## src/armPkg.sv

```systemverilog
package armPkg;

    ////////////////////////////////////////////////////////////
    // Widths and sizes
    ////////////////////////////////////////////////////////////

    localparam int dataWidth     = 32;
    localparam int regAddrWidth  = 4;
    localparam int numRegs       = 16;
    localparam int dmemWords     = 256;
    localparam int dmemAddrWidth = $clog2(dmemWords);

    // Upper half-word all ones, everything above is IO
    localparam logic [dataWidth-1:0] ioBase = 32'hFFFF_0000;

    localparam logic [1:0] opClassData = 2'b00;
    localparam logic [1:0] opClassMem  = 2'b01;

    ////////////////////////////////////////////////////////////
    // Opcodes and selects
    ////////////////////////////////////////////////////////////

    typedef enum logic [3:0] {
        opAnd = 4'b0000,
        opSub = 4'b0010,
        opAdd = 4'b0100,
        opOrr = 4'b1100,
        opMov = 4'b1101
    } aluOp_t;

    typedef enum logic [1:0] {
        fwdNone = 2'b00,
        fwdWb   = 2'b01,
        fwdMem  = 2'b10
    } fwdSel_t;

    // Same word seen as data processing or as load/store
    typedef union packed {
        struct packed {
            logic [3:0]              cond;
            logic [1:0]              opClass;
            logic                    immFlag;
            aluOp_t                  opcode;
            logic                    setFlags;
            logic [regAddrWidth-1:0] rn;
            logic [regAddrWidth-1:0] rd;
            logic [11:0]             operand2;
        } dp;
        struct packed {
            logic [3:0]              cond;
            logic [1:0]              opClass;
            logic                    immNot;
            logic                    pre;
            logic                    up;
            logic                    byteSel;
            logic                    writeBack;
            logic                    load;
            logic [regAddrWidth-1:0] rn;
            logic [regAddrWidth-1:0] rd;
            logic [11:0]             offset;
        } mem;
    } instrWord_t;

    // MOV r0, r0
    localparam instrWord_t nopInstr = 32'hE1A0_0000;

endpackage

```

## src/execMemBus.sv

```systemverilog
`timescale 1ns/1ps

interface execMemBus import armPkg::*; ();

    logic                    regWrite;
    logic                    memWrite;
    logic                    memToReg;
    logic [dataWidth-1:0]    aluOut;
    logic [dataWidth-1:0]    writeData;
    logic [regAddrWidth-1:0] wa3;
    // Source of the store data, for the writeback forward
    logic [regAddrWidth-1:0] ra2;

    modport producer (
        output regWrite,
        output memWrite,
        output memToReg,
        output aluOut,
        output writeData,
        output wa3,
        output ra2
    );

    modport consumer (
        input regWrite,
        input memWrite,
        input memToReg,
        input aluOut,
        input writeData,
        input wa3,
        input ra2
    );

endinterface

```

## src/executeStage.sv

```systemverilog
`timescale 1ns/1ps

module executeStage import armPkg::*; (
    input  logic                    CLK,
    input  logic                    rst,
    input  logic [dataWidth-1:0]    rd1E,
    input  logic [dataWidth-1:0]    rd2E,
    input  logic [dataWidth-1:0]    immE,
    input  logic                    useImmE,
    input  aluOp_t                  aluOpE,
    input  logic                    regWriteE,
    input  logic                    memWriteE,
    input  logic                    memToRegE,
    input  logic [regAddrWidth-1:0] wa3E,
    input  logic [regAddrWidth-1:0] ra2E,
    input  fwdSel_t                 fwdA,
    input  fwdSel_t                 fwdB,
    input  logic [dataWidth-1:0]    resultW,
    execMemBus.producer             em
);

    logic [dataWidth-1:0] srcA;
    logic [dataWidth-1:0] srcB;
    logic [dataWidth-1:0] aluB;
    logic [dataWidth-1:0] aluResult;

    function automatic logic [dataWidth-1:0] pickOperand(
        input fwdSel_t              sel,
        input logic [dataWidth-1:0] regVal,
        input logic [dataWidth-1:0] memVal,
        input logic [dataWidth-1:0] wbVal
    );
        case (sel)
            fwdMem:  return memVal;
            fwdWb:   return wbVal;
            default: return regVal;
        endcase
    endfunction

    ////////////////////////////////////////////////////////////
    // Operands and ALU
    ////////////////////////////////////////////////////////////

    always_comb begin
        srcA = pickOperand(fwdA, rd1E, em.aluOut, resultW);
        srcB = pickOperand(fwdB, rd2E, em.aluOut, resultW);
    end

    assign aluB = useImmE ? immE : srcB;

    always_comb begin
        case (aluOpE)
            opAnd:   aluResult = srcA & aluB;
            opSub:   aluResult = srcA - aluB;
            opAdd:   aluResult = srcA + aluB;
            opOrr:   aluResult = srcA | aluB;
            // MOV ignores Rn
            opMov:   aluResult = aluB;
            default: aluResult = '0;
        endcase
    end

    ////////////////////////////////////////////////////////////
    // Execute/memory register
    ////////////////////////////////////////////////////////////

    always_ff @(posedge CLK) begin
        if (rst) begin
            em.regWrite <= 1'b0;
            em.memWrite <= 1'b0;
            em.memToReg <= 1'b0;
        end else begin
            em.regWrite <= regWriteE;
            em.memWrite <= memWriteE;
            em.memToReg <= memToRegE;
        end
    end

    always_ff @(posedge CLK) begin
        em.aluOut    <= aluResult;
        em.writeData <= srcB;
        em.wa3       <= wa3E;
        em.ra2       <= ra2E;
    end

endmodule

```

## src/flat_wrapper.sv

```systemverilog
// flat-port wrapper written by rule: the top's interface ports become plain ports
module executeStage_flat import armPkg::*;
  (CLK, rst, rd1E, rd2E, immE, useImmE, aluOpE, regWriteE, memWriteE, memToRegE, wa3E, ra2E, fwdA, fwdB, resultW, em_regWrite, em_memWrite, em_memToReg, em_aluOut, em_writeData, em_wa3, em_ra2);
  execMemBus em_i ();
  input  logic CLK;
  input  logic rst;
  input  logic [dataWidth-1:0] rd1E;
  input  logic [dataWidth-1:0] rd2E;
  input  logic [dataWidth-1:0] immE;
  input  logic useImmE;
  input  aluOp_t aluOpE;
  input  logic regWriteE;
  input  logic memWriteE;
  input  logic memToRegE;
  input  logic [regAddrWidth-1:0] wa3E;
  input  logic [regAddrWidth-1:0] ra2E;
  input  fwdSel_t fwdA;
  input  fwdSel_t fwdB;
  input  logic [dataWidth-1:0] resultW;
  output wire logic [$bits(em_i.regWrite)-1:0] em_regWrite;
  output wire logic [$bits(em_i.memWrite)-1:0] em_memWrite;
  output wire logic [$bits(em_i.memToReg)-1:0] em_memToReg;
  output wire logic [$bits(em_i.aluOut)-1:0] em_aluOut;
  output wire logic [$bits(em_i.writeData)-1:0] em_writeData;
  output wire logic [$bits(em_i.wa3)-1:0] em_wa3;
  output wire logic [$bits(em_i.ra2)-1:0] em_ra2;
  assign em_regWrite = em_i.regWrite;
  assign em_memWrite = em_i.memWrite;
  assign em_memToReg = em_i.memToReg;
  assign em_aluOut = em_i.aluOut;
  assign em_writeData = em_i.writeData;
  assign em_wa3 = em_i.wa3;
  assign em_ra2 = em_i.ra2;
  executeStage u_core (.CLK(CLK), .rst(rst), .rd1E(rd1E), .rd2E(rd2E), .immE(immE), .useImmE(useImmE), .aluOpE(aluOpE), .regWriteE(regWriteE), .memWriteE(memWriteE), .memToRegE(memToRegE), .wa3E(wa3E), .ra2E(ra2E), .fwdA(fwdA), .fwdB(fwdB), .resultW(resultW), .em(em_i));
endmodule
```

## config.mk

```make
export PLATFORM = sky130hd
export DESIGN_NAME = executeStage_flat
export DESIGN_NICKNAME = d
export VERILOG_FILES = /design/src/armPkg.sv /design/src/execMemBus.sv /design/src/executeStage.sv /design/src/flat_wrapper.sv
export SDC_FILE = /design/constraint.sdc
export NUM_CORES = 1
export LEC_CHECK = 0
export ABC_CLOCK_PERIOD_IN_PS = 12800
export BUFFER_PORTS_ARGS = -buffer_cell sky130_fd_sc_hd__buf_4
export CAP_MARGIN = 20
export CORE_ASPECT_RATIO = 1.2
export CORE_UTILIZATION = 33
export DETAILED_ROUTE_END_ITERATION = 10
export GPL_TIMING_DRIVEN = 0
export MAX_ROUTING_LAYER = met4
export SYNTH_ARGS = -nofsm -noshare
export SYNTH_HDL_FRONTEND = slang
export SYNTH_SLANG_ARGS = --single-unit
```

## constraint.sdc

```tcl
create_clock -name CLK -period 12.8 [get_ports CLK]
set_input_delay 0.64 -clock CLK [delete_from_list [all_inputs] [get_ports CLK]]
set_output_delay 0.64 -clock CLK [all_outputs]
set_load 0.05 [all_outputs]
```

==> summary.txt, run 1 <==
Global route
  • GRT Total Usage: 29.4%
  • GR peak layer: met2
  • Antenna violations before repair: 0
  • M1 GR Usage: 37.2%
  • Largest net degree at the start of global routing: 15
  • First-pass GRT wire length: 42.8 mm
  • Grt total ovfl: 0
  • Met2 Track Usage GR: 46.7%
  • Vias in the first global route: 7162
  • Met3 Use GR: 3.60%

Critical path
  • Crit path to: u_core.em.aluOut[31]$_DFF_P_
  • R2R Setup Slk: 7.39 ns
  • Crit Path Class: in2reg
  • Critical path launch point type: input pin
  • WP data required: 13.01 ns
  • Crit path from: useImmE
  • Reg-to-Reg Start: u_core.em.aluOut[1]$_DFF_P_
  • CP max stage cell: nor3_1
  • FF-to-FF path depth: 18
  • CP top delay family: compound AO/OA/AOI/OAI gates
  • CP bufs+invs: 7
  • Reg-to-reg endpoint: u_core.em.aluOut[31]$_DFF_P_
  • Worst EP arrival: 6.23 ns
  • Critical path depth: 24
  • Critical Path End Type: register
  • CP Cell Sequence: buf_4 -> buf_4 -> buf_6 -> buf_2 -> buf_2 -> buf_1 -> nand2_1 -> nand2_1 -> inv_1 -> ha_1 -> o21ai_0 -> nor3_1 -> nand3_1 -> o31ai_1 -> xnor2_1 -> ha_1 -> a21oi_1 -> o21ai_0 -> nor4_1 -> a21oi_1 -> a41o_1 -> a41oi_1 -> xor2_1 -> o21ai_1
  • Crit-path max FO: 10
  • Delay of the slowest critical-path stage: 0.58 ns

Timing
  • Final period util: 47.0%
  • Final setup fails: 0
  • Tmin final: 6.01 ns
  • Final Hold Viols: 0
  • Final Max Tran Viols: 0
  • Slew margin rel.: 24.3%
  • Unrepaired setup endpoints after global routing: no
  • Worst Tran Pin Value: 1.14 ns
  • Sum Neg Setup Slack: 0 ns
  • Highest clock rate: 166 MHz
  • Clock skew: 0.00974 ns

CTS
  • Deepest clock path buffer count: 2
  • CTS Sinks: 75
  • # Post-CTS Setup Buffers: 0
  • CTS Buf Count: 9
  • Root Driver: clkbuf_16
  • Worst skew pair latency: 0.35 ns
  • Post_cts resized: 0
  • Reg clk slew, reported paths: 0.07 ns
  • Hold-fix buffers, CTS: 0
  • TritonCTS clock tree: done
  • H-tree Lvls: 3

Power
  • Total power draw: 1.09 mW
  • P_sw: 0.490 mW
  • Maximum vdd drop: 0.0536 mV
  • Seq pwr share: 26.1%
  • Gate power share: 50.8%
  • Part of the power in the clock network: 23.1%
  • LEAKAGE: 3.96 nW
  • Pwr/cell area: 124 nW/µm²
  • Internal power: 0.602 mW
  • Sw frac: 44.9%

Synth
  • Synth warn: 0
  • Mapped Area: 6530 µm²
  • Number of synthesized flops with an enable pin: 0
  • Syn nets: 1066
  • Post-synth cell types: 68
  • Synth Instances: 878
  • Seq/Total Area, Yosys: 23.0%
  • Synthesized area per cell: 7.44 µm²
  • Yosys reg bits: 75
  • Ys async rst share: 0%
  • Primary FF master, synth: dfxtp_1

Die
  • Starting Density: 33.5%
  • I/O Pins: 225
  • Vert. Die Dim: 156 µm
  • Area of the die: 20400 µm²
  • FP Rows: 56
  • Die Wd: 130 µm
  • Core ar.: 19500 µm²

Cells and area
  • Fill count: 2062
  • Nets: 1301
  • Reg area: 1500 µm²
  • Ant diodes: 0
  • Multi-input gate area: 4650 µm²
  • Area growth, synth to finish: 35.1%
  • Layout cells sized above 1: 24.4%

Detailed routing
  • Drt pass-1 iters: 6
  • Drc violations: 0
  • Vias: 7776
  • Vias per std cell: 5.64
  • Avg WL per Cell: 21.2 µm
  • WL final: 29.3 mm
  • Post-DRT Antenna Nets: 0
  • DRT iter0 DRCs: 826

Placed design
  • IO buf count: 224
  • Gpl congestion: 0.978
  • Final HPWL DP: 24.3 mm

Run status
  • Status: finished, final reports clean

Flow run
  • Number of max-cap violations: 0

Min path
  • Hold Path Class: in2reg
through the flow:
stage / std cells / instance area, µm² / util [%] / hold slack (ns) / setup slack [ns]
after floorplan: 878 / 6530 / - / 0.668 / 7.96
after CTS: 1379 / 8820 / 45.3 / 0.386 / 6.88
final: 1379 / 8820 / 45.3 / 0.388 / 6.79
after detailed placement: 1363 / 8540 / 43.8 / 0.599 / 6.52
after global routing: 1379 / 8820 / 45.3 / 0.384 / 6.32
after global placement: 1363 / 8540 / 43.8 / 0.609 / 6.58
worst min-delay path by stage:
stage                            startpoint  slack, ns  cells past startpoint                              end
5_1_grt                             ra2E[3]       0.38                      1         u_core.em.ra2[3]$_DFF_P_
2_1_floorplan                       ra2E[0]       0.67                      0         u_core.em.ra2[0]$_DFF_P_
4_1_cts                             ra2E[3]       0.39                      1         u_core.em.ra2[3]$_DFF_P_
6_report                            ra2E[3]       0.39                      1         u_core.em.ra2[3]$_DFF_P_
3_5_place_dp   u_core.em.aluOut[14]$_DFF_P_       0.60                      2  u_core.em.writeData[14]$_DFF_P_
3_3_place_gp   u_core.em.aluOut[14]$_DFF_P_       0.61                      2  u_core.em.writeData[14]$_DFF_P_
per-layer routing:
layer / part of all wire, % / up-vias
li1: - / 3710
met1: 41 / 3576
met2: 47 / 419
met3: 8.3 / 71
met4: 3.6 / 0
met5: 0 / -
power by group through the flow:
stage	clock, mW	sequential (mW)	combinational (mW)
2_1_floorplan	0	0.380	0.272
3_3_place_gp	0	0.289	0.543
3_5_place_dp	0	0.289	0.545
4_1_cts	0.253	0.284	0.547
5_1_grt	0.263	0.286	0.598
6_report	0.252	0.284	0.555
synth_stat cells (7+ instances only):
| library cell | instances | area share [%] |
|---|---|---|
| a221o_1 | 9 | 1.4 |
| xnor2_1 | 25 | 3.4 |
| nand2b_1 | 11 | 1.1 |
| o21ai_0 | 86 | 6.6 |
| a21oi_1 | 55 | 4.2 |
| xor2_1 | 25 | 3.4 |
| a21o_1 | 14 | 1.6 |
| inv_1 | 31 | 1.8 |
| and2_1 | 12 | 1.1 |
| buf_6 | 8 | 1.4 |
| a221oi_1 | 11 | 1.5 |
| nor3_1 | 17 | 1.3 |
| nand2_1 | 148 | 8.5 |
| ha_1 | 37 | 7.1 |
| nor2_1 | 51 | 2.9 |
| o211ai_1 | 7 | 0.80 |
| o31ai_1 | 17 | 2.0 |
| dfxtp_1 | 75 | 23 |
| nor2b_1 | 17 | 1.6 |
| clkbuf_1 | 33 | 1.9 |
| o221ai_1 | 11 | 1.5 |
| a22oi_1 | 58 | 6.7 |
logic make-up (layout without fill, tap and decap cells):
| logic type | after synthesis | after routing | share of synthesized area (%) |
|---|---|---|---|
| xor gates and xnor gates | 51 | 51 | 7.05 |
| adders and majority gates | 38 | 38 | 7.40 |
| muxes | 8 | 8 | 1.28 |
| DFF | 75 | 75 | 23.0 |
| and+or+nand+nor | 297 | 297 | 21.3 |
| AOI/OAI and AO/OA | 327 | 327 | 34.1 |
| buffers and inverters | 82 | 322 | 5.86 |
cells in the final DEF, fill, tap and decap left out, types with 7 or more instances in the layout:
| master | netlist | routed |
|---|---|---|
| nor3_1 | 17 | 17 |
| o221ai_1 | 11 | 11 |
| nor2_1 | 51 | 51 |
| xor2_1 | 25 | 25 |
| nand2b_1 | 11 | 11 |
| buf_6 | 8 | 8 |
| a21o_1 | 14 | 14 |
| ha_1 | 37 | 37 |
| a221oi_1 | 11 | 11 |
| a221o_1 | 9 | 9 |
| a21oi_1 | 55 | 55 |
| o31ai_1 | 17 | 17 |
| clkbuf_1 | 33 | 33 |
| nor2b_1 | 17 | 17 |
| o211ai_1 | 7 | 7 |
| a22oi_1 | 58 | 58 |
| buf_4 | 2 | 226 |
| nand2_1 | 148 | 148 |
| and2_1 | 12 | 12 |
| o21ai_0 | 86 | 86 |
| xnor2_1 | 25 | 25 |
| clkbuf_16 | 0 | 9 |
| inv_1 | 31 | 31 |
| dfxtp_1 | 75 | 75 |
cell type report:
class / count / share of cell area, %
Sequential cell: 75 / 17.0
Buffer: 50 / 2.98
Tap cell: 261 / 3.70
Clock inverter: 6 / 0.539
Timing Repair Buffer: 224 / 19.1
Clock buffer: 10 / 2.71
Multi-Input combinational cell: 721 / 52.6
Inverter: 32 / 1.36
sequential cells by signal, indices dropped and copies added (netlist names):
signal               cells
u_core.em.aluOut        32
u_core.em.memWrite       1
u_core.em.writeData     32
u_core.em.regWrite       1
u_core.em.wa3            4
u_core.em.ra2            4
u_core.em.memToReg       1
Power figures use the tool's default switching activity.
==> inputs of run 2 (changes only) <==
Settings changed: ABC_AREA set to 1, ABC_CLOCK_PERIOD_IN_PS 12800 to 6100.
Clock period 12.8 ns to 6.1 ns, I/O delays scaled along.
==> summary.txt, run 2 <==
Run status
  • Status: finished, final reports clean

Synth
  • Seq/Total Area, Yosys: 20.6%
  • Primary FF master, synth: dfxtp_1
  • Post-synth cell types: 46
  • Synth Instances: 1227
  • Mapped Area: 7280 µm²
  • Cell accounting for the most synthesized area: nand2_1
  • Syn nets: 1415
  • Synthesized area per cell: 5.93 µm²
  • Ys async rst share: 0%
  • Yosys reg bits: 75
  • Synth top cells by count: 406 x nand2_1, 131 x inv_1, 122 x o21ai_0
  • Number of synthesized flops with an enable pin: 0
  • Count leader, synth: nand2_1
  • Largest cells by area after synthesis: nand2_1 21%, dfxtp_1 21%, o21ai_0 8.4%, inv_1 6.8%, ha_1 6.4%
  • Post-synth top area share: 20.9%
  • Synth warn: 0

Cells and area
  • Post-route non-filler standard cell count: 1741
  • Leading cell type in the layout, fill and taps excluded: nand2_1
  • Nets: 1650
  • Top Registers: u_core.em.aluOut (32), u_core.em.writeData (32)
  • Fin area: 9630 µm²
  • Ant diodes: 0
  • Layout cells sized above 1: 20.6%
  • Most frequent cells in the layout: 406 x nand2_1, 225 x buf_4, 131 x inv_1, 122 x o21ai_0
  • Area growth, synth to finish: 32.4%

Critical path
  • R2R Setup Slk: 1.90 ns
  • Critical Path End Type: register
  • Crit path from: fwdB[0]
  • Critical path launch point type: input pin
  • Reg-to-reg endpoint: u_core.em.aluOut[29]$_DFF_P_
  • WP data required: 6.30 ns
  • FF-to-FF path depth: 21
  • Crit-path max FO: 10
  • Worst EP arrival: 4.65 ns
  • Crit Path Class: in2reg
  • Reg-to-Reg Start: u_core.em.aluOut[0]$_DFF_P_

Detailed routing
  • Drt pass-1 iters: 5
  • Vias per std cell: 5.25
  • Post-DRT Antenna Nets: 0
  • Avg WL per Cell: 19.1 µm
  • Drc violations: 0
  • Vias: 9140
  • WL final: 33.2 mm
  • DRT iter0 DRCs: 892

Min path
  • Hold Path Class: in2reg
  • Hold depth: 1
  • Hold Crit Start: ra2E[2]
  • Hold Path Sink: u_core.em.ra2[2]$_DFF_P_

Timing
  • Final setup fails: 0
  • Sum Neg Setup Slack: 0 ns
  • Unrepaired setup endpoints after global routing: no
  • Final period util: 72.9%
  • Worst Tran Pin Value: 0.761 ns
  • Final hold slack: 0.0570 ns
  • Final Max Tran Viols: 0
  • Tmin final: 4.45 ns
  • Final Hold Viols: 0
  • Clock skew: 0.00784 ns
  • Slew margin rel.: 49.3%
  • Highest clock rate: 225 MHz

Placed design
  • Area post-placement: 9300 µm²
  • Placed insts: 1725
  • IO buf count: 224
  • Final HPWL DP: 28.4 mm
  • Gpl congestion: 0.988

Power
  • LEAKAGE: 5.04 nW
  • Maximum vdd drop: 0.191 mV
  • Pwr/cell area: 259 nW/µm²

Global route
  • Largest net degree at the start of global routing: 16
  • Vias in the first global route: 8444
  • GRT Total Usage: 29.7%
  • First-pass GRT wire length: 48.6 mm
  • Antenna violations before repair: 0
  • Grt total ovfl: 0

CTS
  • TritonCTS clock tree: done
  • Reg clk slew, reported paths: 0.07 ns
  • Hold-fix buffers, CTS: 0
  • CTS Buf Count: 9
  • Worst skew pair latency: 0.35 ns
  • CTS Sinks: 75
  • Root Driver: clkbuf_16
  • Post_cts resized: 0
  • # Post-CTS Setup Buffers: 0
  • Deepest clock path buffer count: 2
  • H-tree Lvls: 3

Flow run
  • Number of max-cap violations: 0

Die
  • Starting Density: 33.6%
  • Core ar.: 21600 µm²
  • Area of the die: 22600 µm²
  • I/O Pins: 225
  • Die Wd: 138 µm
  • FP Rows: 59
  • Vert. Die Dim: 165 µm
-- run 2: worst max path at each step --
stage	to	slack [ns]
after floorplan	u_core.em.aluOut[21]$_DFF_P_	2.45
after global placement	u_core.em.aluOut[29]$_DFF_P_	1.41
after detailed placement	u_core.em.aluOut[29]$_DFF_P_	1.42
after CTS	u_core.em.aluOut[29]$_DFF_P_	1.77
after global routing	u_core.em.aluOut[29]$_DFF_P_	1.43
final	u_core.em.aluOut[29]$_DFF_P_	1.65
-- run 2: power breakdown --
group	switching [mW]	total (mW)	internal [mW]
logic	0.855	1.29	0.432
registers	0.0417	0.586	0.544
clock network	0.252	0.620	0.368
total	1.15	2.49	1.34
-- run 2: metrics by stage --
step                power [mW]  setup slack [ns]  utilization, %
finish                    2.49              1.65            44.5
global route              2.63              1.43            44.5
CTS                       2.48              1.77            44.5
detailed placement        1.86              1.42            43.0
global placement          1.86              1.41            43.0
floorplan                 1.43              2.45               -
-- run 2: per-layer routing --
layer,up-vias,track usage (%),routed length (µm)
met2,414,49.8,15900
li1,4518,-,-
met3,60,2.95,2270
met4,0,9.69,1000
met1,4148,37.2,14000
met5,-,-,0
-- run 2: layout make-up --
| cell class | count | area [µm²] |
|---|---|---|
| tap | 274 | 343 |
| inverter | 137 | 514 |
| clock inverter | 7 | 108 |
| timing repair buffer | 224 | 1680 |
| buffer | 48 | 221 |
| multi-input combinational | 967 | 5040 |
| sequential | 75 | 1500 |
| clock buffer | 9 | 225 |
| fill | 2362 | 12000 |
-- run 2: worst max-delay path: stages --
cell,delay (ns)
buf_4,0.09
inv_1,0.03
ha_1,0.38
inv_2,0.05
buf_2,0.19
nand2_1,0.11
nand2_1,0.07
o21bai_1,0.40
ha_1,0.28
nand4_1,0.24
nor2_4,0.31
a21oi_1,0.12
xor2_1,0.17
ha_1,0.37
nand2_1,0.12
o21ai_0,0.41
inv_1,0.14
o21a_1,0.23
nor3_1,0.17
nor2_1,0.09
nand2_1,0.07
nand2_1,0.05
nand3_1,0.09
o21ai_0,0.16
-- run 2: kinds of logic after synthesis --
| kind of cell | after synthesis | synth area share [%] |
|---|---|---|
| simple gates | 641 | 37.4 |
| xor+xnor | 32 | 3.85 |
| flops | 75 | 20.6 |
| compound gates | 256 | 21.4 |
| fa+ha+maj | 38 | 6.64 |
| buf+inv | 185 | 10.1 |
==> inputs of run 3 (changes only) <==
Settings changed: ABC_CLOCK_PERIOD_IN_PS 6100 to 4200.
Clock period 6.1 ns to 4.2 ns, I/O delays scaled along.
==> summary.txt, run 3 (synthesized netlist as in run 2, its figures left out) <==
Die
  • FP Rows: 59
  • Area of the die: 22600 µm²
  • Starting Density: 33.6%
  • Vert. Die Dim: 165 µm
  • I/O Pins: 225
  • Die Wd: 138 µm
  • Core ar.: 21600 µm²

Timing
  • Final period util: 95.8%
  • Final setup fails: 0
  • Clock skew: 0.00605 ns
  • Highest clock rate: 248 MHz
  • Slew margin rel.: 51.0%
  • Worst Tran Pin Value: 0.734 ns
  • Final Hold Viols: 0
  • Final Max Tran Viols: 0
  • Tmin final: 4.02 ns
  • Unrepaired setup endpoints after global routing: no
  • Final hold slack: 0.0380 ns

Critical path
  • Reg-to-Reg Start: u_core.em.aluOut[11]$_DFF_P_
  • CP max stage cell: ha_2
  • Delay of the slowest critical-path stage: 0.38 ns
  • WP data required: 4.40 ns
  • Crit Path Class: in2reg
  • Worst EP arrival: 4.22 ns
  • R2R Setup Slk: 0.27 ns
  • Reg-to-reg endpoint: u_core.em.aluOut[29]$_DFF_P_
  • Critical path launch point type: input pin
  • Critical Path End Type: register
  • FF-to-FF path depth: 22
  • Crit-path max FO: 10
  • Most common cell on crit path: nand2_1

Flow run
  • Number of max-cap violations: 0

Cells and area
  • Leading cell type in the layout, fill and taps excluded: nand2_1
  • Most frequent cells in the layout: 406 x nand2_1, 227 x buf_4, 131 x inv_1, 121 x o21ai_0, 76 x nand3_1
  • Area growth, synth to finish: 34.2%
  • Final core occ: 45.1%
  • Ant diodes: 0
  • Fin area: 9760 µm²
  • Nets: 1661
  • Layout cells sized above 1: 21.1%
  • Fill count: 2351
  • Multi-input gate area: 5070 µm²
  • Reg area: 1500 µm²
  • Top Registers: u_core.em.aluOut (32), u_core.em.writeData (32)

Min path
  • Hold depth: 2
  • Hold Path Sink: u_core.em.regWrite$_SDFF_PP0_
  • Hold Path Class: in2reg
  • Hold Crit Start: rst

Detailed routing
  • Post-DRT Antenna Nets: 0
  • Avg WL per Cell: 19.2 µm
  • WL final: 33.7 mm
  • Drc violations: 0
  • DRT iter0 DRCs: 805
  • Drt pass-1 iters: 5
  • Vias per std cell: 5.20
  • Vias: 9117

Run status
  • Status: finished, final reports clean

Power
  • LEAKAGE: 5.08 nW
  • Pwr/cell area: 373 nW/µm²
  • Maximum vdd drop: 0.279 mV

CTS
  • Root Driver: clkbuf_16
  • Deepest clock path buffer count: 2
  • Worst skew pair latency: 0.35 ns
  • H-tree Lvls: 3
  • Reg clk slew, reported paths: 0.07 ns
  • CTS Sinks: 75
  • CTS Buf Count: 9
  • TritonCTS clock tree: done

Placed design
  • IO buf count: 224
  • Area post-placement: 9300 µm²
  • Gpl congestion: 0.988
  • Final HPWL DP: 28.4 mm

Global route
  • Vias in the first global route: 8483
  • Grt total ovfl: 0
  • Largest net degree at the start of global routing: 16
  • GRT Total Usage: 29.9%
  • First-pass GRT wire length: 48.8 mm
  • Antenna violations before repair: 0
run 3: cell types whose count changed in the layout (fill, tap and decap cells not counted), sizes merged:
cell	change
nor2	+1
clkbuf	+1
dlygate4sd3	+8
buf	+1
run 3: critical path: cells and delay by family:
family / cells / cell delay (ns)
AO/OA/AOI/OAI: 4 / 0.79
XOR/XNOR: 1 / 0.17
adder cells (fa/ha/maj): 2 / 0.76
buffers and inverters: 5 / 0.60
AND/OR/NAND/NOR: 13 / 1.71
run 3: how the worst max path moves through the flow:
| stage | from | endpoint | slack, ns | cells past startpoint |
|---|---|---|---|---|
| final | fwdB[1] | u_core.em.aluOut[29]$_DFF_P_ | 0.18 | 25 |
| after global routing | fwdB[0] | u_core.em.aluOut[31]$_DFF_P_ | 0.003 | 29 |
| after CTS | fwdB[0] | u_core.em.aluOut[27]$_DFF_P_ | 0.04 | 24 |
| after detailed placement | fwdB[0] | u_core.em.aluOut[29]$_DFF_P_ | -0.38 | 24 |
| after global placement | fwdB[0] | u_core.em.aluOut[29]$_DFF_P_ | -0.39 | 24 |
| after floorplan | fwdB[0] | u_core.em.aluOut[21]$_DFF_P_ | 0.65 | 21 |
run 3: layout make-up:
| class | count | area share [%] |
|---|---|---|
| Timing Repair Buffer | 234 | 18.2 |
| Sequential cell | 75 | 15.4 |
| Buffer | 48 | 2.29 |
| Tap cell | 274 | 3.51 |
| Clock buffer | 9 | 2.31 |
| Inverter | 137 | 5.27 |
| Clock inverter | 7 | 1.10 |
| Multi-Input combinational cell | 968 | 51.9 |
run 3: metrics by stage:
stage               setup WS, ns  power [mW]  instances  setup TNS (ns)
global route             0.00324        3.84       1752               0
global placement          -0.391        2.70       1725           -2.16
finish                     0.176        3.64       1752               0
detailed placement        -0.384        2.71       1725           -2.09
CTS                       0.0445        3.61       1749               0
floorplan                  0.647        2.07       1227               0
run 3: what timing repair did:
action	4_1_cts	5_1_grt
endpoints found under the setup margin	2	16
pin swaps	0	2
buffers inserted	0	2
cloned	0	1
hold buffers	8	0
hold endpoints to repair	8	0
gates resized for setup	1	10
run 3: power by group:
part | switching [mW] | total (mW) | internal, mW
Combinational | 1.25 | 1.89 | 0.636
Clock | 0.370 | 0.905 | 0.534
Sequential | 0.0604 | 0.851 | 0.791
Total | 1.68 | 3.64 | 1.96
run 3: per-layer routing:
layer  global-route usage, %  up-vias  routed length (µm)
li1                        -     4533                   -
met1                    37.2     4166               14300
met2                    50.2      364               16200
met3                    2.95       54                2170
met4                    9.64        0                1020
met5                       -        -                   0
